==> src/hw/ntm_defines.svh <==
/*
  Global widths and limits for the matrix product block
  Element and modulo width, largest dimension, index width
*/

`ifndef NTM_DEFINES_SVH
`define NTM_DEFINES_SVH

// Width of one matrix element and of the modulo
`define NTM_DATA_SIZE 16

// Largest row or column count of any matrix
`define NTM_MAX_DIM 4

// Wide enough to hold NTM_MAX_DIM itself
`define NTM_INDEX_SIZE 3

`endif

==> src/hw/ntm_pkg.sv <==
/*
  Shared types of the matrix product block
  Element, index and control FSM state types
*/

`include "ntm_defines.svh"

package ntm_pkg;

  // One matrix element or modulo value
  typedef logic [`NTM_DATA_SIZE-1:0] data_t;

  // Matrix size, row index or column index
  typedef logic [`NTM_INDEX_SIZE-1:0] index_t;

  // Control FSM of the product top level
  typedef enum logic [2:0] {
    IDLE,
    MULTIPLY,
    ACCUMULATE,
    EMIT,
    DONE
  } product_state_t;

endpackage

==> src/hw/ntm_scalar_if.sv <==
/*
  Start/ready operand bus between the product FSM
  and one iterative scalar unit
*/

`timescale 1ns/10ps

interface ntm_scalar_if;

  // Handshake, one-cycle pulses in both directions
  logic start;
  logic ready;

  // Operands, held stable by the master while the unit runs
  ntm_pkg::data_t modulo;
  ntm_pkg::data_t data_a;
  ntm_pkg::data_t data_b;

  // Result, valid with ready and held until the next start
  ntm_pkg::data_t data_out;

  // Control side
  modport master (output start, modulo, data_a, data_b, input ready, data_out);

  // Arithmetic unit side
  modport unit (input start, modulo, data_a, data_b, output ready, data_out);

endinterface

==> src/hw/ntm_matrix_buffer.sv <==
/*
  Element store for one operand matrix
  Row/column write pointers driven by I and J strobes
  Combinational read by row and column
*/

`timescale 1ns/10ps

`include "ntm_defines.svh"

module ntm_matrix_buffer (
  input logic CLK,
  input logic RST,
  input logic clear,
  input logic i_enable,
  input logic j_enable,
  input ntm_pkg::data_t data_in,
  input ntm_pkg::index_t rd_row,
  input ntm_pkg::index_t rd_col,
  output ntm_pkg::data_t rd_data
);

  localparam int ADDR_W = $clog2(`NTM_MAX_DIM);

  // Element storage
  ntm_pkg::data_t mem [`NTM_MAX_DIM][`NTM_MAX_DIM];

  // Write pointers
  ntm_pkg::index_t row_ptr;
  ntm_pkg::index_t col_ptr;
  // Set once the first row has been opened
  logic row_open;

  // Target of the current strobe
  ntm_pkg::index_t wr_row;
  ntm_pkg::index_t wr_col;

  ////////////////////////////////////////
  // Write address
  ////////////////////////////////////////

  always_comb begin
    if (i_enable) begin
      // New row, first one after clear is row 0
      wr_row = row_open ? row_ptr + 1'b1 : '0;
      wr_col = '0;
    end else begin
      wr_row = row_ptr;
      wr_col = col_ptr;
    end
  end

  // Pointers
  always_ff @(posedge CLK or posedge RST) begin
    if (RST) begin
      row_ptr <= '0;
      col_ptr <= '0;
      row_open <= 1'b0;
    end else if (clear) begin
      row_ptr <= '0;
      col_ptr <= '0;
      row_open <= 1'b0;
    end else if (j_enable) begin
      row_ptr <= wr_row;
      col_ptr <= wr_col + 1'b1;
      row_open <= 1'b1;
    end
  end

  // Storage write on the strobe edge
  always_ff @(posedge CLK) begin
    if (j_enable && !clear) begin
      mem[wr_row[ADDR_W-1:0]][wr_col[ADDR_W-1:0]] <= data_in;
    end
  end

  // Read port
  assign rd_data = mem[rd_row[ADDR_W-1:0]][rd_col[ADDR_W-1:0]];

endmodule

==> src/hw/ntm_matrix_product.sv <==
/*
  Modular matrix product C = A*B mod MODULO_IN
  Operand buffers, scalar multiplier and adder, control FSM
  C streams out row-major with row and element strobes
*/

`timescale 1ns/10ps

module ntm_matrix_product (
  input logic CLK,
  input logic RST,
  input logic START,
  input logic DATA_A_IN_I_ENABLE,
  input logic DATA_A_IN_J_ENABLE,
  input logic DATA_B_IN_I_ENABLE,
  input logic DATA_B_IN_J_ENABLE,
  input ntm_pkg::data_t MODULO_IN,
  input ntm_pkg::data_t DATA_A_IN,
  input ntm_pkg::data_t DATA_B_IN,
  input ntm_pkg::index_t SIZE_A_I_IN,
  input ntm_pkg::index_t SIZE_A_J_IN,
  input ntm_pkg::index_t SIZE_B_J_IN,
  output logic READY,
  output logic DATA_OUT_I_ENABLE,
  output logic DATA_OUT_J_ENABLE,
  output ntm_pkg::data_t DATA_OUT
);

  ////////////////////////////////////////
  // Signals
  ////////////////////////////////////////

  ntm_pkg::product_state_t state;

  // Latched on START
  ntm_pkg::data_t modulo_reg;
  ntm_pkg::index_t size_ai, size_aj, size_bj;

  // Loop indices, C[i][j] += A[i][k]*B[k][j]
  ntm_pkg::index_t i_idx, j_idx, k_idx;
  ntm_pkg::data_t sum;

  // Unit start pulses
  logic mul_start;
  logic add_start;

  logic idle;
  logic clear_buf;
  ntm_pkg::data_t a_elem, b_elem;

  ntm_scalar_if mul_bus ();
  ntm_scalar_if add_bus ();

  assign idle = (state == ntm_pkg::IDLE);
  // Write pointers reset once the product is finished
  assign clear_buf = (state == ntm_pkg::DONE);

  // Multiplier gets A[i][k] and B[k][j]
  assign mul_bus.start = mul_start;
  assign mul_bus.modulo = modulo_reg;
  assign mul_bus.data_a = a_elem;
  assign mul_bus.data_b = b_elem;

  // Adder folds the product into the running sum
  assign add_bus.start = add_start;
  assign add_bus.modulo = modulo_reg;
  assign add_bus.data_a = sum;
  assign add_bus.data_b = mul_bus.data_out;

  ////////////////////////////////////////
  // Control FSM
  ////////////////////////////////////////

  always_ff @(posedge CLK or posedge RST) begin
    if (RST) begin
      state <= ntm_pkg::IDLE;
      {size_ai, size_aj, size_bj} <= '0;
      {i_idx, j_idx, k_idx} <= '0;
      modulo_reg <= '0;
      sum <= '0;
      mul_start <= 1'b0;
      add_start <= 1'b0;
      READY <= 1'b0;
      DATA_OUT_I_ENABLE <= 1'b0;
      DATA_OUT_J_ENABLE <= 1'b0;
      DATA_OUT <= '0;
    end else begin
      // Pulses by default
      mul_start <= 1'b0;
      add_start <= 1'b0;
      READY <= 1'b0;
      DATA_OUT_I_ENABLE <= 1'b0;
      DATA_OUT_J_ENABLE <= 1'b0;
      case (state)
        ntm_pkg::IDLE: begin
          if (START) begin
            size_ai <= SIZE_A_I_IN;
            size_aj <= SIZE_A_J_IN;
            size_bj <= SIZE_B_J_IN;
            modulo_reg <= MODULO_IN;
            {i_idx, j_idx, k_idx} <= '0;
            sum <= '0;
            mul_start <= 1'b1;
            state <= ntm_pkg::MULTIPLY;
          end
        end
        ntm_pkg::MULTIPLY: begin
          // Product held on data_out, hand it to the adder
          if (mul_bus.ready) begin
            add_start <= 1'b1;
            state <= ntm_pkg::ACCUMULATE;
          end
        end
        ntm_pkg::ACCUMULATE: begin
          if (add_bus.ready) begin
            sum <= add_bus.data_out;
            if ((k_idx + 1'b1) == size_aj) begin
              state <= ntm_pkg::EMIT;
            end else begin
              k_idx <= k_idx + 1'b1;
              mul_start <= 1'b1;
              state <= ntm_pkg::MULTIPLY;
            end
          end
        end
        ntm_pkg::EMIT: begin
          DATA_OUT <= sum;
          DATA_OUT_J_ENABLE <= 1'b1;
          // Row strobe on the first element of a row
          DATA_OUT_I_ENABLE <= (j_idx == '0);
          sum <= '0;
          k_idx <= '0;
          if ((j_idx + 1'b1) == size_bj) begin
            j_idx <= '0;
            i_idx <= i_idx + 1'b1;
          end else begin
            j_idx <= j_idx + 1'b1;
          end
          if ((j_idx + 1'b1) == size_bj && (i_idx + 1'b1) == size_ai) begin
            state <= ntm_pkg::DONE;
          end else begin
            mul_start <= 1'b1;
            state <= ntm_pkg::MULTIPLY;
          end
        end
        ntm_pkg::DONE: begin
          READY <= 1'b1;
          state <= ntm_pkg::IDLE;
        end
        default: begin
          state <= ntm_pkg::IDLE;
        end
      endcase
    end
  end

  ////////////////////////////////////////
  // Operand buffers and scalar units
  ////////////////////////////////////////

  // Loads only accepted while idle
  ntm_matrix_buffer matrix_a_inst (
    .CLK(CLK),
    .RST(RST),
    .clear(clear_buf),
    .i_enable(DATA_A_IN_I_ENABLE & idle),
    .j_enable(DATA_A_IN_J_ENABLE & idle),
    .data_in(DATA_A_IN),
    .rd_row(i_idx),
    .rd_col(k_idx),
    .rd_data(a_elem)
  );

  ntm_matrix_buffer matrix_b_inst (
    .CLK(CLK),
    .RST(RST),
    .clear(clear_buf),
    .i_enable(DATA_B_IN_I_ENABLE & idle),
    .j_enable(DATA_B_IN_J_ENABLE & idle),
    .data_in(DATA_B_IN),
    .rd_row(k_idx),
    .rd_col(j_idx),
    .rd_data(b_elem)
  );

  ntm_scalar_multiplier multiplier_inst (
    .CLK(CLK),
    .RST(RST),
    .bus(mul_bus.unit)
  );

  ntm_scalar_adder adder_inst (
    .CLK(CLK),
    .RST(RST),
    .bus(add_bus.unit)
  );

endmodule

==> src/hw/ntm_scalar_adder.sv <==
/*
  Modular adder, one pass
  Result and ready pulse one cycle after start
*/

`timescale 1ns/10ps

`include "ntm_defines.svh"

module ntm_scalar_adder (
  input logic CLK,
  input logic RST,
  ntm_scalar_if.unit bus
);

  ////////////////////////////////////////
  // Combinational sum and reduction
  ////////////////////////////////////////

  // One carry bit above the data width
  logic [`NTM_DATA_SIZE:0] full_sum;
  logic [`NTM_DATA_SIZE:0] reduced_sum;

  always_comb begin
    full_sum = {1'b0, bus.data_a} + {1'b0, bus.data_b};
    // Both operands below modulo, so one subtract is enough
    if (full_sum >= {1'b0, bus.modulo}) begin
      reduced_sum = full_sum - {1'b0, bus.modulo};
    end else begin
      reduced_sum = full_sum;
    end
  end

  ////////////////////////////////////////
  // Registered result and ready
  ////////////////////////////////////////

  // Ready follows start by exactly one cycle
  always_ff @(posedge CLK or posedge RST) begin
    if (RST) begin
      bus.ready <= 1'b0;
    end else begin
      bus.ready <= bus.start;
    end
  end

  // Result kept until the next start
  always_ff @(posedge CLK) begin
    if (bus.start) begin
      bus.data_out <= reduced_sum[`NTM_DATA_SIZE-1:0];
    end
  end

endmodule

==> src/hw/ntm_scalar_multiplier.sv <==
/*
  Modular multiplier, bit-serial interleaved shift-add
  Scans data_b from the MSB, one bit per cycle
  Ready pulses NTM_DATA_SIZE+1 cycles after start
*/

`timescale 1ns/10ps

`include "ntm_defines.svh"

module ntm_scalar_multiplier (
  input logic CLK,
  input logic RST,
  ntm_scalar_if.unit bus
);

  localparam int CNT_W = $clog2(`NTM_DATA_SIZE);

  // Run control
  logic busy;
  logic [CNT_W-1:0] bit_cnt;

  // Operands latched on start
  ntm_pkg::data_t a_reg;
  ntm_pkg::data_t b_reg;
  ntm_pkg::data_t m_reg;

  // One step of the recurrence r = 2r + b_bit*a (mod m)
  logic [`NTM_DATA_SIZE:0] dbl;
  logic [`NTM_DATA_SIZE:0] dbl_red;
  logic [`NTM_DATA_SIZE:0] add_sum;
  ntm_pkg::data_t step_result;

  ////////////////////////////////////////
  // Step logic
  ////////////////////////////////////////

  always_comb begin
    // Partial result below m, so 2r stays below 2m
    dbl = {bus.data_out, 1'b0};
    dbl_red = (dbl >= {1'b0, m_reg}) ? dbl - {1'b0, m_reg} : dbl;
    add_sum = dbl_red + {1'b0, a_reg};
    if (b_reg[`NTM_DATA_SIZE-1]) begin
      // Add a, then compare-and-subtract once more
      step_result = (add_sum >= {1'b0, m_reg}) ?
                    ntm_pkg::data_t'(add_sum - {1'b0, m_reg}) :
                    ntm_pkg::data_t'(add_sum);
    end else begin
      step_result = dbl_red[`NTM_DATA_SIZE-1:0];
    end
  end

  ////////////////////////////////////////
  // Control
  ////////////////////////////////////////

  always_ff @(posedge CLK or posedge RST) begin
    if (RST) begin
      busy <= 1'b0;
      bit_cnt <= '0;
      bus.ready <= 1'b0;
    end else begin
      bus.ready <= 1'b0;
      if (bus.start) begin
        busy <= 1'b1;
        bit_cnt <= '0;
      end else if (busy) begin
        bit_cnt <= bit_cnt + 1'b1;
        // Last bit done, result valid next cycle
        if (bit_cnt == CNT_W'(`NTM_DATA_SIZE - 1)) begin
          busy <= 1'b0;
          bus.ready <= 1'b1;
        end
      end
    end
  end

  // Datapath, data_out doubles as the accumulator
  always_ff @(posedge CLK) begin
    if (bus.start) begin
      a_reg <= bus.data_a;
      b_reg <= bus.data_b;
      m_reg <= bus.modulo;
      bus.data_out <= '0;
    end else if (busy) begin
      bus.data_out <= step_result;
      b_reg <= {b_reg[`NTM_DATA_SIZE-2:0], 1'b0};
    end
  end

endmodule

==> config.mk <==
export PLATFORM = sky130hd
export DESIGN_NAME = ntm_matrix_product
export DESIGN_NICKNAME = d
export VERILOG_FILES = /design/src/hw/ntm_pkg.sv /design/src/hw/ntm_scalar_if.sv /design/src/hw/ntm_matrix_buffer.sv /design/src/hw/ntm_matrix_product.sv /design/src/hw/ntm_scalar_adder.sv /design/src/hw/ntm_scalar_multiplier.sv
export VERILOG_INCLUDE_DIRS = /design/src /design/src/hw
export SDC_FILE = /design/constraint.sdc
export NUM_CORES = 1
export LEC_CHECK = 0
export ABC_AREA = 1
export BUFFER_PORTS_ARGS = -buffer_cell sky130_fd_sc_hd__buf_2
export CORE_MARGIN = 4
export CORE_UTILIZATION = 30
export DETAILED_ROUTE_END_ITERATION = 6
export SLEW_MARGIN = 25
export SYNTH_ARGS = -nofsm -noshare
export SYNTH_HDL_FRONTEND = slang
export SYNTH_SLANG_ARGS = --single-unit
==> constraint.sdc <==
create_clock -name CLK -period 5.42 [get_ports CLK]
set_input_delay 0 -clock CLK [delete_from_list [all_inputs] [get_ports CLK]]
set_output_delay 0 -clock CLK [all_outputs]
set_load 0.01 [all_outputs]
==> results.py, run 1 <==
metrics = {
    "run_status": {
        "outcome": "finished clean",
    },
    "synth": {
        "synth-edff-count": 576,
        "syn_nets": 3019,
        "synth_warnings": 0,
        "syn_area_per_cell_um2": 11.07,
        "yosysMostFrequentCell": "edfxtp_1",
        "ys.flop_type": "edfxtp_1",
        "synth_top_area_share": 0.5470,
        "synthArstFlopShare": 0.1332,
        "yosysSeqAreaShare": 0.6292,
        "ys_top_cells_by_count": "576 x edfxtp_1, 371 x nand2_1, 310 x o21ai_0",
        "syn_inst": 2856,
        "synth_seq_cells": 683,
        "syn_area_mm2": 0.03162,
        "yosys.cell_types.count": 54,
        "synthTopCellsByArea": "edfxtp_1 55%, dfrtp_1 7.2%, o21ai_0 4.9%",
        "yosys.area.top_type": "edfxtp_1",
    },
    "sta": {
        "fin_crit_ps": 5144,
        "relSlewSlack": 0.3526,
        "slew_violations": 0,
        "final.setup.worst_slack_ps": 276.1,
        "skew_ps": 44.84,
        "fmax_mhz": 194.4,
        "finalSetupViolCount": 0,
        "finalCritPeriodShare": 0.9491,
        "worst_slew_pin_slew_ps": 963.7,
        "hold_viol_final": 0,
        "holdWs_ps": 46.77,
    },
    "worst_setup_path": {
        "crit_top_cell": "nand2_1",
        "critPathCaptureType": "flip-flop",
        "critPathRequiredTime_ps": 5970,
        "arrival_ps": 5690,
        "worstSetupPathType": "flip-flop to flip-flop",
        "critPathMaxStageDelay_ps": 530,
        "worst_setup_path_start_kind": "flip-flop",
        "critPathSlowestCell": "dfxtp_1",
        "crit_path_max_fanout": 14,
    },
    "finish": {
        "fill_cells": 10190,
        "final_nets": 3182,
        "fin_area_mm2": 0.03718,
        "syn_to_final_growth_pct": 17.57,
        "drive_gt1_frac": 0.1295,
        "postLayoutCoreUtil": 0.3572,
    },
    "route": {
        "drtIter0Drc": 2034,
        "wire_per_inst_um": 19.26,
        "firstDrtPassIters": 5,
        "detail-route-antenna-nets": 0,
        "routed_via_density": 4.931,
        "wl_mm": 85.83,
        "drc_errors": 0,
        "vias": 21970,
    },
    "pwr": {
        "clkPwrFrac": 0.449,
        "power_switching_mw": 2.200,
        "p_int_mw": 8.353,
        "comb_power_share": 0.012,
        "switching_share": 0.2085,
        "power_density_mw_per_mm2": 283.9,
        "pwr-share-seq": 0.539,
        "p_leak_nw": 14.14,
        "vdd_drop_max_mv": 0.2164,
    },
    "global_routing": {
        "grt_first_pass_wirelength_mm": 127.5,
        "grt-ovfl-total": 0,
        "antenna_found_initial": 5,
        "grt_usage": 0.1486,
        "grt_pass1_vias": 20620,
        "grt_start_max_net_pins": 183,
    },
    "clock_tree": {
        "cts_root_buffer": "clkbuf_16",
        "numClockSinks": 683,
        "clockBufferDepth": 3,
        "clock_latency_ps": 630,
        "htree_num_levels": 3,
        "cts_tree": "done",
        "clk_pin_slew_worst_paths_ps": 60,
        "cts_buffers": 72,
    },
    "flow_run": {
        "drv_cap": 0,
    },
    "floorplanning": {
        "rows": 118,
        "start_util": 0.3038,
        "die_w_um": 332.7,
        "io_pins": 83,
        "core_area_mm2": 0.1041,
        "die_h_um": 332.7,
        "dieArea_mm2": 0.1107,
    },
    "placed_design": {
        "routabilityCongestion": 0.9246,
        "dp_slack_ps": -26.06,
        "portBuffers": 82,
        "dpl.hpwl_mm": 53.82,
        "place_area_mm2": 0.03386,
    },
    "min_path": {
        "hold_path.class": "primary input to flip-flop",
    },
}
==> layer usage <==
| layer | up-vias | part of all wire | track usage |
|---|---|---|---|
| met3 | 108 | 0.065 | 0.02719 |
| met1 | 10730 | 0.45 | 0.2058 |
| met2 | 685 | 0.47 | 0.2413 |
| met4 | 0 | 0.021 | 0.03778 |
| met5 | - | 0 | 0 |
| li1 | 10450 | - | - |
==> cell type report <==
class                      count  area (um2)  share of cell area
antenna                        3       7.507           0.0002019
clock buffer                  90        1889             0.05082
clock inverter                38       380.4             0.01023
inverter                     284        1076             0.02894
multi-input combinational   1758       10540              0.2836
sequential                   683       19910              0.5355
tap                         1380        1727             0.04645
timing repair buffer         220        1643             0.04419
==> placed cells by master, fill, tap and decap left out, types with 17 or more instances in the layout <==
cell type      count
edfxtp_1         576
nand2_1          368
o21ai_0          308
inv_1            276
nor2_1           230
a21oi_1          160
nand3_1          117
dfrtp_1           86
buf_2             82
ha_1              75
clkbuf_16         72
buf_4             72
o211ai_1          68
mux2i_1           64
dlygate4sd3_1     62
o221ai_1          50
xor2_1            42
nor2_2            39
nand4_1           27
xnor2_1           24
o22ai_1           20
a31oi_1           17
ha_4              17
==> worst paths after layout <==
kind	startpoint	endpoint	slack [ps]	cells after the start
max	multiplier_inst.bus.data_out[2]$_SDFFE_PP0P_	multiplier_inst.bus.data_out[14]$_SDFFE_PP0P_	280	30
min	DATA_B_IN_I_ENABLE	matrix_b_inst.col_ptr[0]$_DFFE_PP0P_	50	5
max reg2reg	multiplier_inst.bus.data_out[2]$_SDFFE_PP0P_	multiplier_inst.bus.data_out[14]$_SDFFE_PP0P_	280	30
min reg2reg	add_bus.modulo[3]$_DFFE_PP0P_	multiplier_inst.m_reg[3]$_DFFE_PP_	440	0
max in group asynchronous	RST	size_ai[0]$_DFFE_PP0P_	3670	5
min in group asynchronous	RST	state[0]$_DFFE_PP0P_	540	4
==> critical path, delay by kind of cell (launching register included) <==
family / cells / cell delay, ps
fa+ha+maj: 3 / 1040
buf+inv: 3 / 300
compound gates: 3 / 480
flops: 1 / 530
xor+xnor: 1 / 240
simple gates: 20 / 2460
==> timing repair <==
action | CTS | global route
setup buffers | 0 | 7
endpoints found under the setup margin | 16 | 16
pin swaps | 0 | 7
gates cloned | 0 | 1
resized for setup | 4 | 58
hold endpoints to repair | 577 | 0
hold buffers | 62 | 0
==> cell families (layout without fill, tap and decap cells) <==
kind of cell             Yosys count  after routing  synth area share
AND/OR/NAND/NOR                  831            832            0.1107
buffers and inverters            416            632           0.05124
other                              0              3                 0
adder cells (fa/ha/maj)           99             99           0.04036
XOR/XNOR                          71             71           0.01967
multiplexers                      73             73           0.02347
flip-flops                       683            683            0.6292
AO/OA/AOI/OAI                    683            683            0.1254
==> power by group through the flow <==
stage / sequential, mW / clock [mW] / combinational [mW]
after detailed placement: 5.80 / 0 / 0.0921
after global placement: 5.80 / 0 / 0.0894
after floorplan: 5.80 / 0 / 0.0100
after CTS: 5.69 / 4.85 / 0.132
final: 5.69 / 4.74 / 0.130
after global routing: 5.68 / 5.08 / 0.144
==> metrics by stage <==
step | total power, mW | TNS, ps | cells
4_1_cts | 10.66 | 0 | 4445
2_1_floorplan | 5.808 | 0 | 2856
5_1_grt | 10.90 | -417.8 | 4454
6_report | 10.55 | 0 | 4456
3_3_place_gp | 5.885 | -58.43 | 4255
3_5_place_dp | 5.888 | -81.12 | 4255
Note: power is estimated with default switching activity, not from simulation.
==> run 2: changes to the inputs <==
Clock period 5.42 ns to 6.5 ns, I/O delays scaled along.
==> results.py, run 2 (synthesis gave the netlist of run 1 again) <==
metrics = {
    "run_status": {
        "outcome": "finished clean",
    },
    "clock_tree": {
        "ctsResizeCount": 0,
        "clockBufferDepth": 3,
        "cts_root_buffer": "clkbuf_16",
        "clock_latency_ps": 620,
        "cts_tree": "done",
        "numClockSinks": 683,
        "clk_pin_slew_worst_paths_ps": 60,
        "cts_buffers": 72,
        "htree_num_levels": 3,
    },
    "route": {
        "wire_per_inst_um": 19.46,
        "firstDrtPassIters": 5,
        "drtIter0Drc": 1989,
        "routed_via_density": 4.923,
        "vias": 21840,
        "detail-route-antenna-nets": 0,
        "drc_errors": 0,
        "wl_mm": 86.36,
    },
    "finish": {
        "mostFrequentLayoutCell": "edfxtp_1",
        "fill_cells": 10250,
        "layout.cells.most_common_list": "576 x edfxtp_1, 371 x nand2_1, 310 x o21ai_0",
        "final_cells": 4437,
        "fin_area_mm2": 0.03677,
        "final_nets": 3158,
        "syn_to_final_growth_pct": 16.28,
        "drive_gt1_frac": 0.1078,
    },
    "worst_setup_path": {
        "critPathSlowestCell": "inv_2",
        "critPathTopFamily": "simple AND/OR/NAND/NOR gates",
        "worstSetupPathType": "flip-flop to flip-flop",
        "critPathCaptureType": "flip-flop",
        "worst_setup_path_start_kind": "flip-flop",
        "crit_path_max_fanout": 16,
        "crit_buf_inv": 3,
        "arrival_ps": 6400,
        "critPathRequiredTime_ps": 7000,
        "critPathMaxStageDelay_ps": 450,
        "crit_top_cell": "nand2_1",
    },
    "global_routing": {
        "grt_start_max_net_pins": 194,
        "grt_first_pass_wirelength_mm": 130.7,
        "grt_pass1_vias": 21270,
        "grt_usage": 0.1519,
        "antenna_found_initial": 4,
        "grt-ovfl-total": 0,
    },
    "placed_design": {
        "dp_cells": 4239,
        "routabilityCongestion": 0.9169,
        "portBuffers": 82,
        "place_area_mm2": 0.03371,
        "dpl.hpwl_mm": 54.64,
    },
    "sta": {
        "rsz0062_at_grt": "no",
        "skew_ps": 19.88,
        "relSlewSlack": 0.3168,
        "hold_viol_final": 0,
        "fin_crit_ps": 5902,
        "setup_tns_ps": 0,
        "holdWs_ps": 46.75,
        "worst_slew_pin_slew_ps": 1023,
        "slew_violations": 0,
        "finalCritPeriodShare": 0.9080,
        "fmax_mhz": 169.4,
        "finalSetupViolCount": 0,
    },
    "min_path": {
        "hold_path.class": "primary input to asynchronous set/reset pin",
    },
    "pwr": {
        "power_density_mw_per_mm2": 244.7,
        "total_power_mw": 8.998,
        "p_leak_nw": 14.08,
        "vdd_drop_max_mv": 0.1814,
    },
    "floorplanning": {
        "dieArea_mm2": 0.1107,
        "die_h_um": 332.7,
        "rows": 118,
        "start_util": 0.3038,
        "core_area_mm2": 0.1041,
        "die_w_um": 332.7,
        "io_pins": 83,
    },
    "flow_run": {
        "drv_cap": 0,
    },
}
-- run 2: cell count changes in the layout (fill, tap and decap cells not counted), moves of 5 or more --
cell / change
a21oi_1: +8
a21oi_2: -7
buf_4: -20
clkinv_1: +8
clkinv_2: -6
ha_1: +19
ha_4: -17
nor2_1: +5
-- run 2: path summary, 6_finish.rpt --
check                                              startpoint                                       endpoint  slack, ps  cells after the start
max                        multiplier_inst.m_reg[8]$_DFFE_PP_  multiplier_inst.bus.data_out[15]$_SDFFE_PP0P_        600                     28
min in group CLK                           DATA_B_IN_I_ENABLE           matrix_b_inst.col_ptr[0]$_DFFE_PP0P_         50                      5
min reg2reg                     add_bus.modulo[3]$_DFFE_PP0P_             multiplier_inst.m_reg[3]$_DFFE_PP_        460                      0
max reg2reg                multiplier_inst.m_reg[8]$_DFFE_PP_  multiplier_inst.bus.data_out[15]$_SDFFE_PP0P_        600                     28
min                                                       RST                  add_bus.data_a[5]$_DFFE_PP0P_         50                      3
max in group asynchronous                                 RST                           i_idx[0]$_DFFE_PP0P_       5320                      4
-- run 2: tightest hold or removal path, delay by kind of cell --
kind / cells / cell delay [ps]
buffers and inverters: 3 / 1140
-- run 2: routing by layer --
layer	vias to the layer above	wire, um	global-route usage
li1	10410	-	-
met1	10630	38290	0.2084
met2	679	40930	0.2501
met3	118	5311	0.02486
met4	0	1824	0.04101
met5	-	0	0
-- run 2: what timing repair did --
item / 4_1_cts / 5_1_grt
hold endpoints to repair: 596 / 0
hold buffers: 62 / 0
buffers inserted: 0 / 0
-- run 2: stage by stage --
| stage | setup WS (ps) | util |
|---|---|---|
| finish | 598.2 | 0.3532 |
| global route | 67.93 | 0.3531 |
| CTS | 702.7 | 0.3531 |
| detailed placement | 732.3 | 0.3239 |
| global placement | 660.0 | 0.3238 |
| floorplan | 1941 | - |
-- run 2: final cells by class --
class | count | area [um2] | share of cell area
Antenna cell | 4 | 10.01 | 0.0002723
Clock buffer | 88 | 1914 | 0.05207
Clock inverter | 44 | 506.7 | 0.01378
Inverter | 284 | 1071 | 0.02913
Multi-Input combinational cell | 1757 | 10190 | 0.2772
Sequential cell | 683 | 19910 | 0.5414
Tap cell | 1380 | 1727 | 0.04696
Timing Repair Buffer | 197 | 1441 | 0.03920
-- run 2: power breakdown --
| group | total (mW) | internal, mW | switching (mW) |
|---|---|---|---|
| Combinational | 0.108 | 0.0387 | 0.0692 |
| Clock | 4.15 | 2.38 | 1.77 |
| Sequential | 4.74 | 4.74 | 0 |
